### src/rtl/ddma_pkg.sv
package ddma_pkg;

  // memory word and flit share one width
  localparam int FLIT_WIDTH = 32;
  localparam int ADDR_WIDTH = 11;
  localparam int MEM_DEPTH = 2048;
  localparam int COUNT_WIDTH = 10;
  localparam int NODE_ID_WIDTH = 16;

  // receive buffer holds header, size and then payload words
  localparam int RECV_BASE = 1024;
  localparam int RECV_SIZE = 512;
  localparam int RECV_END = RECV_BASE + RECV_SIZE;
  localparam int RECV_MAX_LEN = RECV_SIZE - 2;

  // bus interleaving
  localparam int INTERLEAVE_GRAIN = 3;
  localparam int GRAIN_WIDTH = $clog2(INTERLEAVE_GRAIN + 1);
  localparam logic TOKEN_SEND = 1'b0;
  localparam logic TOKEN_RECV = 1'b1;

  // receive FSM encoding
  localparam logic [2:0] RX_IDLE = 3'd0;
  localparam logic [2:0] RX_HEADER = 3'd1;
  localparam logic [2:0] RX_SIZE = 3'd2;
  localparam logic [2:0] RX_PAYLOAD = 3'd3;
  localparam logic [2:0] RX_IRQ = 3'd4;

  // a flit seen either as a plain word or as a packet header
  typedef union packed {
    logic [FLIT_WIDTH-1:0] raw;
    struct packed {
      logic [NODE_ID_WIDTH-1:0] src;
      logic [NODE_ID_WIDTH-1:0] dst;
    } hdr;
  } ddma_flit_u;

endpackage

### src/rtl/dma_recv_engine.sv
`timescale 1ns/1ps

module dma_recv_engine import ddma_pkg::*; (
  input  logic                     clock,
  input  logic                     reset,
  output logic                     o_req,
  input  logic                     i_grant,
  output logic [ADDR_WIDTH-1:0]    o_addr,
  output logic                     o_wr,
  output logic [FLIT_WIDTH-1:0]    o_data,
  input  logic                     i_rx_valid,
  input  logic [FLIT_WIDTH-1:0]    i_rx_flit,
  output logic                     o_rx_ready,
  output logic                     o_irq,
  output logic [NODE_ID_WIDTH-1:0] o_rx_src,
  output logic [COUNT_WIDTH-1:0]   o_rx_len
);

  logic [2:0]            state;
  logic [ADDR_WIDTH-1:0] wr_addr;
  logic [FLIT_WIDTH-1:0] rx_left;
  logic [FLIT_WIDTH-1:0] size_clamp;
  logic                  take;
  logic                  in_buf;
  ddma_flit_u            rx_word;

  assign rx_word = i_rx_flit;

  // bus is wanted for the whole header, size and payload run
  assign o_req      = (state == RX_HEADER) || (state == RX_SIZE) || (state == RX_PAYLOAD);
  assign o_rx_ready = o_req && i_grant;
  assign take       = o_rx_ready && i_rx_valid;
  assign o_irq      = (state == RX_IRQ);

  assign size_clamp = (rx_word.raw > FLIT_WIDTH'(RECV_MAX_LEN)) ?
                      FLIT_WIDTH'(RECV_MAX_LEN) : rx_word.raw;
  assign in_buf     = (wr_addr < ADDR_WIDTH'(RECV_END));

  // overflow payload is still taken from the router but not stored
  assign o_addr = wr_addr;
  assign o_wr   = take && ((state != RX_PAYLOAD) || in_buf);
  assign o_data = (state == RX_SIZE) ? size_clamp : rx_word.raw;

  always_ff @(posedge clock) begin
    if (!reset) begin
      state    <= RX_IDLE;
      wr_addr  <= ADDR_WIDTH'(RECV_BASE);
      rx_left  <= '0;
      o_rx_src <= '0;
      o_rx_len <= '0;
    end else begin
      if (o_wr) begin
        wr_addr <= wr_addr + ADDR_WIDTH'(1);
      end
      case (state)
        RX_IDLE: begin
          wr_addr <= ADDR_WIDTH'(RECV_BASE);
          if (i_rx_valid) begin
            state <= RX_HEADER;
          end
        end
        RX_HEADER: begin
          if (take) begin
            o_rx_src <= rx_word.hdr.src;
            state    <= RX_SIZE;
          end
        end
        RX_SIZE: begin
          if (take) begin
            rx_left  <= rx_word.raw;
            o_rx_len <= size_clamp[COUNT_WIDTH-1:0];
            state    <= (rx_word.raw == '0) ? RX_IRQ : RX_PAYLOAD;
          end
        end
        RX_PAYLOAD: begin
          if (take) begin
            rx_left <= rx_left - FLIT_WIDTH'(1);
            if (rx_left == FLIT_WIDTH'(1)) begin
              state <= RX_IRQ;
            end
          end
        end
        default: begin
          // one cycle of interrupt before waiting for the next packet
          state <= RX_IDLE;
        end
      endcase
    end
  end

  a_wr_in_buffer: assert property (@(posedge clock) disable iff (!reset)
    o_wr |-> (o_addr >= ADDR_WIDTH'(RECV_BASE)) && (o_addr < ADDR_WIDTH'(RECV_END)));

endmodule

### config.mk
export PLATFORM = sky130hd
export DESIGN_NAME = dma_recv_engine
export DESIGN_NICKNAME = d
export VERILOG_FILES = /design/src/rtl/ddma_pkg.sv /design/src/rtl/dma_recv_engine.sv
export SDC_FILE = /design/constraint.sdc
export NUM_CORES = 1
export LEC_CHECK = 0
export ABC_AREA = 1
export CORE_ASPECT_RATIO = 0.9
export CORE_MARGIN = 2
export CORE_UTILIZATION = 50
export DETAILED_ROUTE_END_ITERATION = 8
export DONT_BUFFER_PORTS = 1
export GPL_ROUTABILITY_DRIVEN = 0
export SYNTH_ARGS = -nofsm -noshare
export SYNTH_HDL_FRONTEND = slang
export SYNTH_SLANG_ARGS = --single-unit
export TNS_END_PERCENT = 1
### constraint.sdc
create_clock -name clock -period 2.4 [get_ports clock]
set_clock_uncertainty 0.2 [all_clocks]
set_input_delay 0.48 -clock clock [delete_from_list [all_inputs] [get_ports clock]]
set_output_delay 0.48 -clock clock [all_outputs]
set_load 0.05 [all_outputs]
-- Word-level counts from Yosys, hierarchy flattened
Index checks and enable logic that the tools add are counted.
- logic and storage cells: 47
- bits of input ports: 36
- register bits after elaboration: 72
- output and inout bits: 73
- bitwise gates (word level): 1
- $add $sub $neg: 2
- equality and inequality tests: 11
- reduce and logical (&&, ||, !) cells: 14
- mux-type cells: 12
- $lt $le $gt $ge: 2
- operators by type and width (kind ; count):
    2-to-1 mux 32 bit ; 4
    one-hot mux 32 bit (2 select lines) ; 1
    == test 32 x 1 -> 1 bit (second input constant) ; 1
    greater-than comparator 32 x 9 -> 1 bit (second input constant) ; 1
    logical NOT 32 bit ; 1
    subtractor 32 x 1 -> 32 bit (second input constant) ; 1
    2-to-1 mux 3 bit ; 6
    one-hot mux 3 bit (4 select lines) ; 1
    adder 11 x 1 -> 11 bit (second input constant) ; 1
    less-than comparator 11 bit (second input constant) ; 1
    inequality test 2 bit (second input constant) ; 4
    == test 3 x 2 -> 1 bit (second input constant) ; 2
    AND reduction 5 bit ; 1
    AND reduction 2 bit ; 2
    == test 3 x 1 -> 1 bit (second input constant) ; 1
    == test 3 bit (second input constant) ; 1
    logical AND 1 bit ; 3
    logical NOT 3 bit ; 1
    logical OR 1 bit ; 3
    inequality test 3 x 2 -> 1 bit (second input constant) ; 1
    AND reduction 3 bit ; 1
    inequality test 2 x 1 -> 1 bit (second input constant) ; 1
    nonzero test 2 bit ; 1
    OR reduction 2 bit ; 1
    NOT 1 bit ; 1

-- Depth between registers and ports, before layout
Gate-level depths: netlist of the first run.
- word-level depth: 7
- mapped depth: 10
- depth with buffers taken out: 10

-- Least setup slack after synthesis of the first run
Ideal clock, no wire load.
- path type: input-to-output
- from: input port i_rx_flit[16]
- to: output port o_data[0]
- data required time: 1.720 ns
- stages on the path: 7
- slack: -0.542 ns
- buffers on the path: 0
- data arrival time: 2.262 ns
- cell sequence: nor2_1 nand3_1 nor2_1 nand2_1 nor2_2 nand2_1 a21boi_0
- word-level cells in the longest chain between the ends: 3
- ends and longest elaborated chain (element ; line ; text):
    from (decl) ; dma_recv_engine.sv:12 ; input logic [FLIT_WIDTH-1:0] i_rx_flit,
    greater-than comparator 32 x 9 -> 1 bit ; dma_recv_engine.sv:35 ; assign size_clamp = (rx_word.raw > FLIT_WIDTH'(RECV_MAX_LEN)) ?
    2-to-1 mux 32 bit ; dma_recv_engine.sv:35 ;
    2-to-1 mux 32 bit ; dma_recv_engine.sv:42 ; assign o_data = (state == RX_SIZE) ? size_clamp : rx_word.raw;
    to (decl) ; dma_recv_engine.sv:10 ; output logic [FLIT_WIDTH-1:0] o_data,
Every way passes these cells.

-- Final worst setup path of the first run
- from: register state[1]
- to: output port o_wr
- word-level cells in the longest chain between the ends: 6
- elaborated cells on any way between the ends: 10
- those cells by class: 4 x eq/ne; 6 x reduce/logical
- ends and longest elaborated chain (element ; line ; text):
    from (decl) ; dma_recv_engine.sv:19 ; logic [2:0] state;
    from (signal assigned) ; dma_recv_engine.sv:72 ; state <= (rx_word.raw == '0) ? RX_IRQ : RX_PAYLOAD;
    == test 3 x 1 -> 1 bit or == test 3 x 2 -> 1 bit (tied branches) ; dma_recv_engine.sv:30 ; assign o_req = (state == RX_HEADER) || (state == RX_SIZE) || (state == RX_PAYLOAD);
    logical OR 1 bit (2 in a row) ; dma_recv_engine.sv:30 ;
    logical AND 1 bit ; dma_recv_engine.sv:31 ; assign o_rx_ready = o_req && i_grant;
    logical AND 1 bit ; dma_recv_engine.sv:32 ; assign take = o_rx_ready && i_rx_valid;
    logical AND 1 bit * ; dma_recv_engine.sv:41 ; assign o_wr = take && ((state != RX_PAYLOAD) || in_buf);
    to (decl) ; dma_recv_engine.sv:9 ; output logic o_wr,
Mark *: on every way between the ends. The rest lies on a longest branch, timed or not.

==> results of run 1 <==
==> registers in the layout, summed over array words and instances, names as in the netlist <==
name	count
rx_left	32
o_rx_src	16
o_addr	11
o_rx_len	10
state	3
==> what timing repair did <==
action | 4_1_cts | 5_1_grt
pin swaps | 0 | 0
gates resized for setup | 2 | 5
setup endpoints to repair | 27 | 32
cloned | 0 | 0
==> layer usage <==
layer | wire length (um) | global-route usage (%) | part of all wire (%)
met4 | 187 | 8.00 | 1.3
met5 | 0 | 0 | 0
met2 | 6050 | 45.6 | 42
met3 | 1520 | 10.5 | 11
met1 | 6530 | 39.7 | 46
==> through the flow <==
step	hold WS, ns	utilization (%)	power (W)	TNS, ns	setup slack (ns)
after detailed placement	0.288	59.8	0.00196	0	0.0445
after global routing	0.0645	62.6	0.00316	0	0.00193
after global placement	0.272	59.8	0.00195	0	0.0723
final	0.0603	62.6	0.00304	0	0.108
after floorplan	0.254	-	0.00173	0	0.0702
after CTS	0.0464	62.4	0.00305	-0.0122	-0.00438
==> cells in the final DEF (no fill, tap or decap), types with 7 or more instances in the layout <==
cell	instances
o21ai_0	26
nand3_1	33
o211ai_1	13
nand2_1	193
o21ai_1	16
nand4_1	15
buf_4	50
dfxtp_1	71
a21oi_1	77
nor2_1	126
inv_1	90
clkbuf_8	10
nor3_1	12
buf_12	14
inv_2	9
nor2_2	7
==> layout make-up <==
type	count	area [um^2]	share of cell area, %
Multi-Input combinational cell	551	2570	47.2
Sequential cell	72	1440	26.5
Timing Repair Buffer	65	667	12.3
Inverter	102	390	7.18
Tap cell	119	149	2.74
Clock buffer	11	141	2.60
Clock inverter	5	80.1	1.47
==> worst max-delay path by stage <==
| stage | endpoint | depth (start not counted) |
|---|---|---|
| 2_1_floorplan | o_data[0] | 7 |
| 3_3_place_gp | o_data[8] | 9 |
| 3_5_place_dp | o_data[1] | 9 |
| 4_1_cts | o_data[21] | 7 |
| 5_1_grt | o_data[14] | 7 |
| 6_report | o_wr | 6 |
==> power by group <==
group	leakage, nW	internal, W	total (W)	switching (W)
registers	0.581	0.00121	0.00124	0.0000297
logic	1.93	0.000226	0.000704	0.000478
clock network	0.106	0.000613	0.00110	0.000489
==> worst reg2reg max path, delay by kind of cell, from the launching register on <==
| kind | cells | cell delay (ns) |
|---|---|---|
| flip-flops | 1 | 0.36 |
| AND/OR/NAND/NOR | 4 | 0.49 |
| buffers and inverters | 1 | 0.54 |
| AO/OA/AOI/OAI | 3 | 0.39 |
==> cells by family after synthesis <==
kind of cell             synth area share, %
AO/OA/AOI/OAI                           17.1
XOR/XNOR                                1.55
adder cells (fa/ha/maj)                0.832
buffers and inverters                   11.6
flip-flops                              31.9
AND/OR/NAND/NOR                         37.0
==> cell usage after synthesis (all sizes together) <==
| cell type | count | share of area [%] |
|---|---|---|
| nand2 | 197 | 17 |
| dfxtp | 72 | 32 |
| or2 | 1 | 0.14 |
| nand3b | 1 | 0.17 |
| buf | 12 | 1.9 |
| ha | 3 | 0.83 |
| o21a | 1 | 0.17 |
| xor2 | 6 | 1.2 |
| o22ai | 1 | 0.14 |
| a31oi | 2 | 0.28 |
| o211ai | 13 | 2.2 |
| a21oi | 78 | 8.9 |
| nand3 | 34 | 4.0 |
| nor3 | 13 | 1.6 |
| xnor2 | 2 | 0.39 |
| a21boi | 1 | 0.17 |
| nor2 | 137 | 12 |
| clkbuf | 13 | 1.1 |
| o21ai | 42 | 4.7 |
| o21bai | 1 | 0.17 |
| inv | 102 | 8.6 |
| nand4 | 15 | 2.1 |
| a211oi | 3 | 0.50 |
==> results.json, run 1 <==
{
  "status": "complete, no violations",
  "ys_seq_elements": 72,
  "max-cap-violations": 0,
  "hpwlAfterDp_mm": 10.8,
  "drive_above_1_share_pct": 13.9,
  "path_clk_slew_ns": 0.08,
  "grt_use_total_pct": 29.7,
  "synth_area_um2": 4510,
  "crit_family": "simple AND/OR/NAND/NOR gates",
  "crit_start": "state[1]",
  "startpoint_type": "flop",
  "r2r_setup_slack_ns": 0.29,
  "path_class": "flop to output pin",
  "grt_overflow": 0,
  "cts_tree": "yes",
  "r2r-end": "rx_left[7]",
  "postLayoutCellArea_um2": 5440,
  "synthesis.nets": 789,
  "rows": 32,
  "synthToLayoutAreaGrowth_pct": 20.4,
  "hp-start": "reset",
  "cts_sinks": 72,
  "routed_wirelength_mm": 14.3,
  "htreeDepth": 3,
  "clk_path_buf_depth": 2,
  "die_area_um2": 9810,
  "grt_pass1_vias": 4760,
  "rsz0062_at_grt": "false",
  "critPathMaxStageDelay_ns": 0.44,
  "setup_viol_count_final": 0,
  "avgSynthCellArea_um2": 6.02,
  "port_buffers": 0,
  "post_cts_buffers": 0,
  "r2r_cells": 8,
  "io_pins": 109,
  "antenna_found_initial": 0,
  "clkLatencyLatePin_ns": 0.36,
  "nFillCells": 851,
  "fin_nets": 840,
  "ys_seq_area_share_pct": 31.9,
  "cts_root_buffer": "clkbuf_8",
  "crit_chain": "inv_1 > nor2_1 > nand2_1 > nor2_1 > a21oi_4 > buf_4",
  "stdcell_count": 925,
  "initial_utilization_pct": 52.0,
  "leakage_nw": 2.62,
  "fmax_ghz": 0.436,
  "drtAntennaViolNets": 0,
  "fin_crit_sh_pct": 95.5,
  "critPathCaptureType": "output pin",
  "p_per_area_nw_per_um2": 559,
  "core_area_um2": 8690,
  "crit_required_ns": 1.72,
  "min_to": "rx_left[0]",
  "via_per_inst": 5.40,
  "reg2reg_from": "state[0]",
  "worst_slew_pin_slew_ns": 0.745,
  "arrival_ns": 1.61,
  "vdd_drop_max_mv": 0.325,
  "grt_pass1_wl_mm": 23.3,
  "diodes": 0,
  "cp_max_fo": 13,
  "dp.cells": 909,
  "grt_max_degree": 44,
  "drc": 0,
  "drtIter0Drc": 384,
  "yosys_warnings": 0,
  "hold_buffers": 0,
  "hold_viol_final": 0,
  "cpMaxStageDelayCell": "dfxtp_1",
  "worst_path_most_repeated_cell": "nor2_1",
  "die_w_um": 104,
  "place_area_um2": 5190,
  "cts_buffers": 9,
  "wl_per_cell_um": 15.5,
  "hold_path.class": "primary input to flop",
  "relSlewSlack_pct": 50.2,
  "finalCriticalPeriod_ns": 2.29,
  "cp_num_buf_inv": 2,
  "syn_inst": 750,
  "die_y_um": 94.1,
  "vias": 4998,
  "drt_pass1_iterations": 5,
  "drv_slew": 0,
  "hold_depth": 2,
  "netlist-cell-type-count": 36
}
No activity file was read; power rests on OpenSTA's default activity.
==> run 2, diff against run 1 <==
--- a/config.mk
+++ b/config.mk
@@ -5,7 +5,6 @@
 export SDC_FILE = /design/constraint.sdc
 export NUM_CORES = 1
 export LEC_CHECK = 0
-export ABC_AREA = 1
 export CORE_ASPECT_RATIO = 0.9
 export CORE_MARGIN = 2
 export CORE_UTILIZATION = 50
==> run 2 against run 1 <==
Compared with the run above: critical endpoint is now o_data[1]; sequential power grew 6%; the flow now finishes with violations (setup timing); largest power group unchanged; combinational power increased by 26%; largest cell class unchanged; synthesized cell count fell by 30%.
==> results.json, run 2 <==
{
  "clk_path_buf_depth": 2,
  "path_class": "primary input to output pin",
  "critPathMaxStageDelay_ns": 0.33,
  "yosysMostFrequentCell": "dfxtp_1",
  "stdcell_count": 671,
  "hpwlAfterDp_mm": 9.16,
  "hold_buffers": 0,
  "hold_viol_final": 0,
  "die_w_um": 98.9,
  "synth_top_cell_by_area": "dfxtp_1",
  "fmax_ghz": 0.372,
  "setup_tns_ns": -8.60,
  "drtAntennaViolNets": 0,
  "rows": 31,
  "clkLatencyLatePin_ns": 0.36,
  "synthArstFlopShare_pct": 0,
  "cts_buffers": 9,
  "nFillCells": 741,
  "dp.cells": 653,
  "status": "finished, violations left",
  "drt_pass1_iterations": 5,
  "netlist-cell-type-count": 62,
  "final_common_cell": "dfxtp_1",
  "top_register": "rx_left",
  "grt_max_degree": 36,
  "drv_slew": 0,
  "synth_top_area_share_pct": 35.5,
  "htreeDepth": 3,
  "setup_viol_count_final": 32,
  "final_cell_mix": "70 x dfxtp_1, 60 x buf_4, 58 x nand2_1",
  "arrival_ns": 2.01,
  "grt_use_total_pct": 29.2,
  "synth_edf_count": 0,
  "vias": 4258,
  "failed_checks": "setup timing",
  "ys.flop_type": "dfxtp_1",
  "grt_pass1_vias": 3857,
  "grt_pass1_wl_mm": 20.3,
  "via_per_inst": 6.35,
  "syn_inst": 527,
  "antenna_found_initial": 0,
  "max-cap-violations": 0,
  "grt_overflow": 0,
  "drtIter0Drc": 275,
  "place_area_um2": 4610,
  "r2r_setup_slack_ns": 0.08,
  "hold_path.class": "primary input to flop",
  "critPathCaptureType": "output pin",
  "cp_max_fo": 8,
  "largest_reg_flops": 32,
  "p_per_area_nw_per_um2": 655,
  "startpoint_type": "primary input",
  "cts_root_buffer": "clkbuf_8",
  "yosys_warnings": 0,
  "postLayoutCellArea_um2": 4900,
  "io_pins": 109,
  "drive_above_1_share_pct": 24.5,
  "drc": 0,
  "cts_tree": "yes",
  "port_buffers": 0,
  "fin_nets": 606,
  "core_area_um2": 7950,
  "ys_seq_elements": 72,
  "setup_slack_ns": -0.287,
  "vdd_drop_max_mv": 0.382,
  "routed_wirelength_mm": 13.0,
  "die_area_um2": 8850,
  "rsz0062_at_grt": "true",
  "worst_slew_pin_slew_ns": 0.622,
  "initial_utilization_pct": 51.0,
  "cpMaxStageDelayCell": "nor4_2",
  "leakage_nw": 1.83,
  "relSlewSlack_pct": 58.5,
  "path_clk_slew_ns": 0.09,
  "fin_crit_sh_pct": 112,
  "crit_chain": "nor4_2 > nand4_1 > or2_1 > o211ai_1 > buf_4 > buf_6 > nand2b_1 > buf_4",
  "crit_required_ns": 1.72,
  "synth.area.top_cells": "dfxtp_1 36%, nand2_1 5.4%, nor2_1 5.0%",
  "ys_seq_area_share_pct": 35.5,
  "synthToLayoutAreaGrowth_pct": 20.8,
  "worst_path_most_repeated_cell": "buf_4",
  "finalCriticalPeriod_ns": 2.69,
  "cts_sinks": 72,
  "synthesis.nets": 566,
  "avgSynthCellArea_um2": 7.70,
  "fin_hold_ws_ns": 0.0442,
  "synth_area_um2": 4060,
  "synthTopCellsByCount": "72 x dfxtp_1, 58 x nand2_1, 54 x nor2_1, 40 x a21oi_1, 32 x clkbuf_1",
  "die_y_um": 89.5,
  "wl_per_cell_um": 19.3,
  "diodes": 0
}
[run 2: cell types whose count changed after synthesis, moves of 26 or more]
| cell | delta |
|---|---|
| nand2_1 | -136 |
| inv_1 | -79 |
| nor2_1 | -74 |
| a21oi_1 | -37 |
| and2_1 | +26 |
[run 2: worst paths after layout]
kind                                    start      endpoint  cells past startpoint
worst min register to register    rx_left[10]   rx_left[10]                      2
worst min-delay path            i_rx_flit[29]  o_rx_src[13]                      2
worst max-delay path            i_rx_flit[31]     o_data[1]                      8
worst max register to register     rx_left[6]   rx_left[15]                      5
[run 2: cell families (layout without fill, tap and decap cells)]
kind of cell,count (synthesis),count (layout),synth area share [%]
and+or+nand+nor,264,264,35.3
AOI/OAI and AO/OA,126,126,20.4
DFF,72,72,35.5
buffers and inverters,47,92,4.38
xor gates and xnor gates,9,9,1.94
muxes,6,6,1.48
adders and majority gates,3,3,0.925
[run 2: final cells by class]
type,count,area [um^2],area share (%)
multi-input combinational,408,2580,52.8
sequential,72,1440,29.5
timing repair buffer,63,493,10.1
clock buffer,10,138,2.81
tap,99,124,2.53
clock inverter,6,67.6,1.38
inverter,13,48.8,0.996
[run 2: stage by stage]
| step | setup slack (ns) | power, W | util, % |
|---|---|---|---|
| 2_1_floorplan | -0.255 | 0.00200 | - |
| 3_3_place_gp | -0.263 | 0.00219 | 58.0 |
| 3_5_place_dp | -0.315 | 0.00219 | 58.0 |
| 4_1_cts | -0.221 | 0.00321 | 61.2 |
| 5_1_grt | -0.358 | 0.00335 | 61.6 |
| 6_report | -0.287 | 0.00321 | 61.6 |
[run 2: where the power goes]
group          internal, W  switching, W
Clock             0.000512      0.000498
Combinational     0.000328      0.000561
Sequential         0.00123     0.0000774
Total              0.00207       0.00114
[run 2: critical path: cells and delay by family]
family | cells | cell delay [ns]
AOI/OAI and AO/OA | 1 | 0.18
buffers and inverters | 3 | 0.51
and+or+nand+nor | 4 | 0.82
[run 2: routing by layer]
metal	track usage (%)	part of all wire, %
met1	40.1	46
met3	7.82	8.6
met2	44.0	45
met5	0	0
met4	11.5	1.2
[run 2: repair_timing]
action,in CTS,in global routing
pin swaps,9,8
buffers inserted,1,0
endpoints found under the setup margin,32,37
hold endpoints to repair,0,0
gates resized for setup,9,8
gates cloned,1,0
==> run 3, diff against run 2 <==
==> constraint.sdc (replaced) <==
create_clock -name clock -period 2.4 [get_ports clock]
set_clock_uncertainty 0.2 [all_clocks]
set_input_delay 0.36 -clock clock [delete_from_list [all_inputs] [get_ports clock]]
set_output_delay 0.36 -clock clock [all_outputs]
set_load 0.05 [all_outputs]
==> run 3 against run 2 <==
Compared with the run above: highest routed layer unchanged; worst setup slack better by 0.059 ns; largest cell class unchanged; critical endpoint is now o_data[25]; register-to-register slack worse by 0.03 ns; sequential power hardly changed; clock power hardly changed; the flow still finishes with violations (setup timing); final cell count is 7.9% higher.
==> results.json, run 3 (synthesis gave the netlist of run 2 again) <==
{
  "status": "finished, violations left",
  "failed_checks": "setup timing",
  "diodes": 0,
  "critPathCaptureType": "output pin",
  "drv_slew": 0,
  "final_cell_mix": "71 x dfxtp_1, 59 x buf_4, 58 x nand2_1",
  "vias": 4673,
  "p_per_area_nw_per_um2": 609,
  "finalCriticalPeriod_ns": 2.63,
  "synthToLayoutAreaGrowth_pct": 40.9,
  "hold_depth": 2,
  "cts_tree": "yes",
  "relSlewSlack_pct": 25.6,
  "cts_buffers": 9,
  "power.total_w": 0.00348,
  "rows": 31,
  "hp-start": "i_rx_flit[2]",
  "final_common_cell": "dfxtp_1",
  "crit_family": "simple AND/OR/NAND/NOR gates",
  "cp.depth": 9,
  "die_w_um": 98.9,
  "r2r_setup_slack_ns": 0.05,
  "antenna_found_initial": 0,
  "startpoint_type": "primary input",
  "setup_tns_ns": -5.58,
  "critPathMaxStageDelay_ns": 0.27,
  "worst_path_most_repeated_cell": "buf_4",
  "path_clk_slew_ns": 0.07,
  "arrival_ns": 2.07,
  "drc": 0,
  "min_to": "o_rx_len[2]",
  "leakage_nw": 2.22,
  "die_area_um2": 8850,
  "setup_slack_ns": -0.228,
  "fin_nets": 660,
  "vdd_drop_max_mv": 0.352,
  "drt_pass1_iterations": 5,
  "drtAntennaViolNets": 0,
  "setup_viol_count_final": 32,
  "clk_path_buf_depth": 2,
  "preCtsSetupSlack_ns": -0.211,
  "hold_path.class": "primary input to flop",
  "hpwlAfterDp_mm": 9.64,
  "core_area_um2": 7950,
  "wl_per_cell_um": 20.4,
  "routed_wirelength_mm": 14.8,
  "cpMaxStageDelayCell": "or2_1",
  "top_register": "rx_left",
  "grt_pass1_wl_mm": 22.3,
  "crit_chain": "nor4_4 > buf_4 > nand4_1 > or2_1 > o211ai_1 > buf_4 > clkbuf_16 > and2_4 > buf_12",
  "rsz0062_at_grt": "true",
  "grt_overflow": 0,
  "cts_sinks": 72,
  "reg2reg_from": "rx_left[0]",
  "drive_above_1_share_pct": 24.8,
  "max-cap-violations": 0,
  "r2r-end": "rx_left[15]",
  "drtIter0Drc": 405,
  "grt_use_total_pct": 32.0,
  "io_pins": 109,
  "die_y_um": 89.5,
  "crit_required_ns": 1.84,
  "worst_slew_pin_slew_ns": 1.11,
  "fmax_ghz": 0.380,
  "initial_utilization_pct": 51.0,
  "cp_max_fo": 5,
  "cp_num_buf_inv": 4,
  "clkLatencyLatePin_ns": 0.36,
  "port_buffers": 0,
  "grt_pass1_vias": 4352,
  "via_per_inst": 6.45,
  "grt_max_degree": 29,
  "path_class": "primary input to output pin",
  "crit_start": "i_rx_flit[15]",
  "r2r_cells": 5,
  "hold_viol_final": 0,
  "largest_reg_flops": 32,
  "htreeDepth": 3,
  "fin_crit_sh_pct": 110,
  "cts_root_buffer": "clkbuf_8"
}
## run 3: changes by cell type in the layout (fill, tap and decap cells not counted), sizes merged
cell	delta
clkbuf	+5
inv	-1
clkinv	-2
buf	+28
clkinvlp	-1
dlygate4sd3	+24
## run 3: how the worst max path moves through the flow
stage	end	slack, ns
6_report	o_data[25]	-0.23
5_1_grt	o_data[18]	-0.29
4_1_cts	o_data[20]	-0.08
3_5_place_dp	o_data[29]	-0.21
3_3_place_gp	o_data[19]	-0.11
2_1_floorplan	o_data[11]	-0.23
## run 3: what timing repair did
action                                 CTS  global route
pin swaps                               16            13
gates resized for setup                 34             3
endpoints found under the hold margin   42             0
setup endpoints to repair               32            35
hold buffers                            24             0
cloned                                   1             2
setup buffers                            3             3
## run 3: metrics by stage
step	cells	util, %	hold WS (ns)	instance area, um^2
floorplan	527	-	0.258	4070
global placement	677	63.8	0.281	5070
detailed placement	677	63.8	0.300	5070
CTS	719	70.8	0.000236	5630
global route	724	71.9	0.0162	5720
finish	724	71.9	0.000533	5720
## run 3: cell type report
type,count,area (um^2)
inverters,13,50.0
multi-input cells,408,2530
fillers,622,2240
clock inverters,2,37.5
clock buffers,13,169
well taps,99,124
flip-flops and latches,72,1440
repair buffers,117,1360
## run 3: worst register-to-register path, stage by stage, from the launching register on
cell	delay (ns)
dfxtp_1	0.32
or4_4	0.59
or3_4	0.42
or4_4	0.49
mux2i_1	0.15
a21oi_1	0.07
## run 3: where the power goes
group | internal [W] | switching [W] | total, W
clock network | 0.000561 | 0.000479 | 0.00104
logic | 0.000505 | 0.000620 | 0.00113
registers | 0.00123 | 0.0000844 | 0.00132
total | 0.00230 | 0.00118 | 0.00348
## run 3: per-layer routing
metal / track usage (%) / vias up / routed length [um]
li1: - / 2125 / -
met1: 41.0 / 2204 / 5960
met2: 50.5 / 282 / 6520
met3: 10.5 / 62 / 1790
met4: 12.6 / 0 / 502
met5: 0 / - / 0
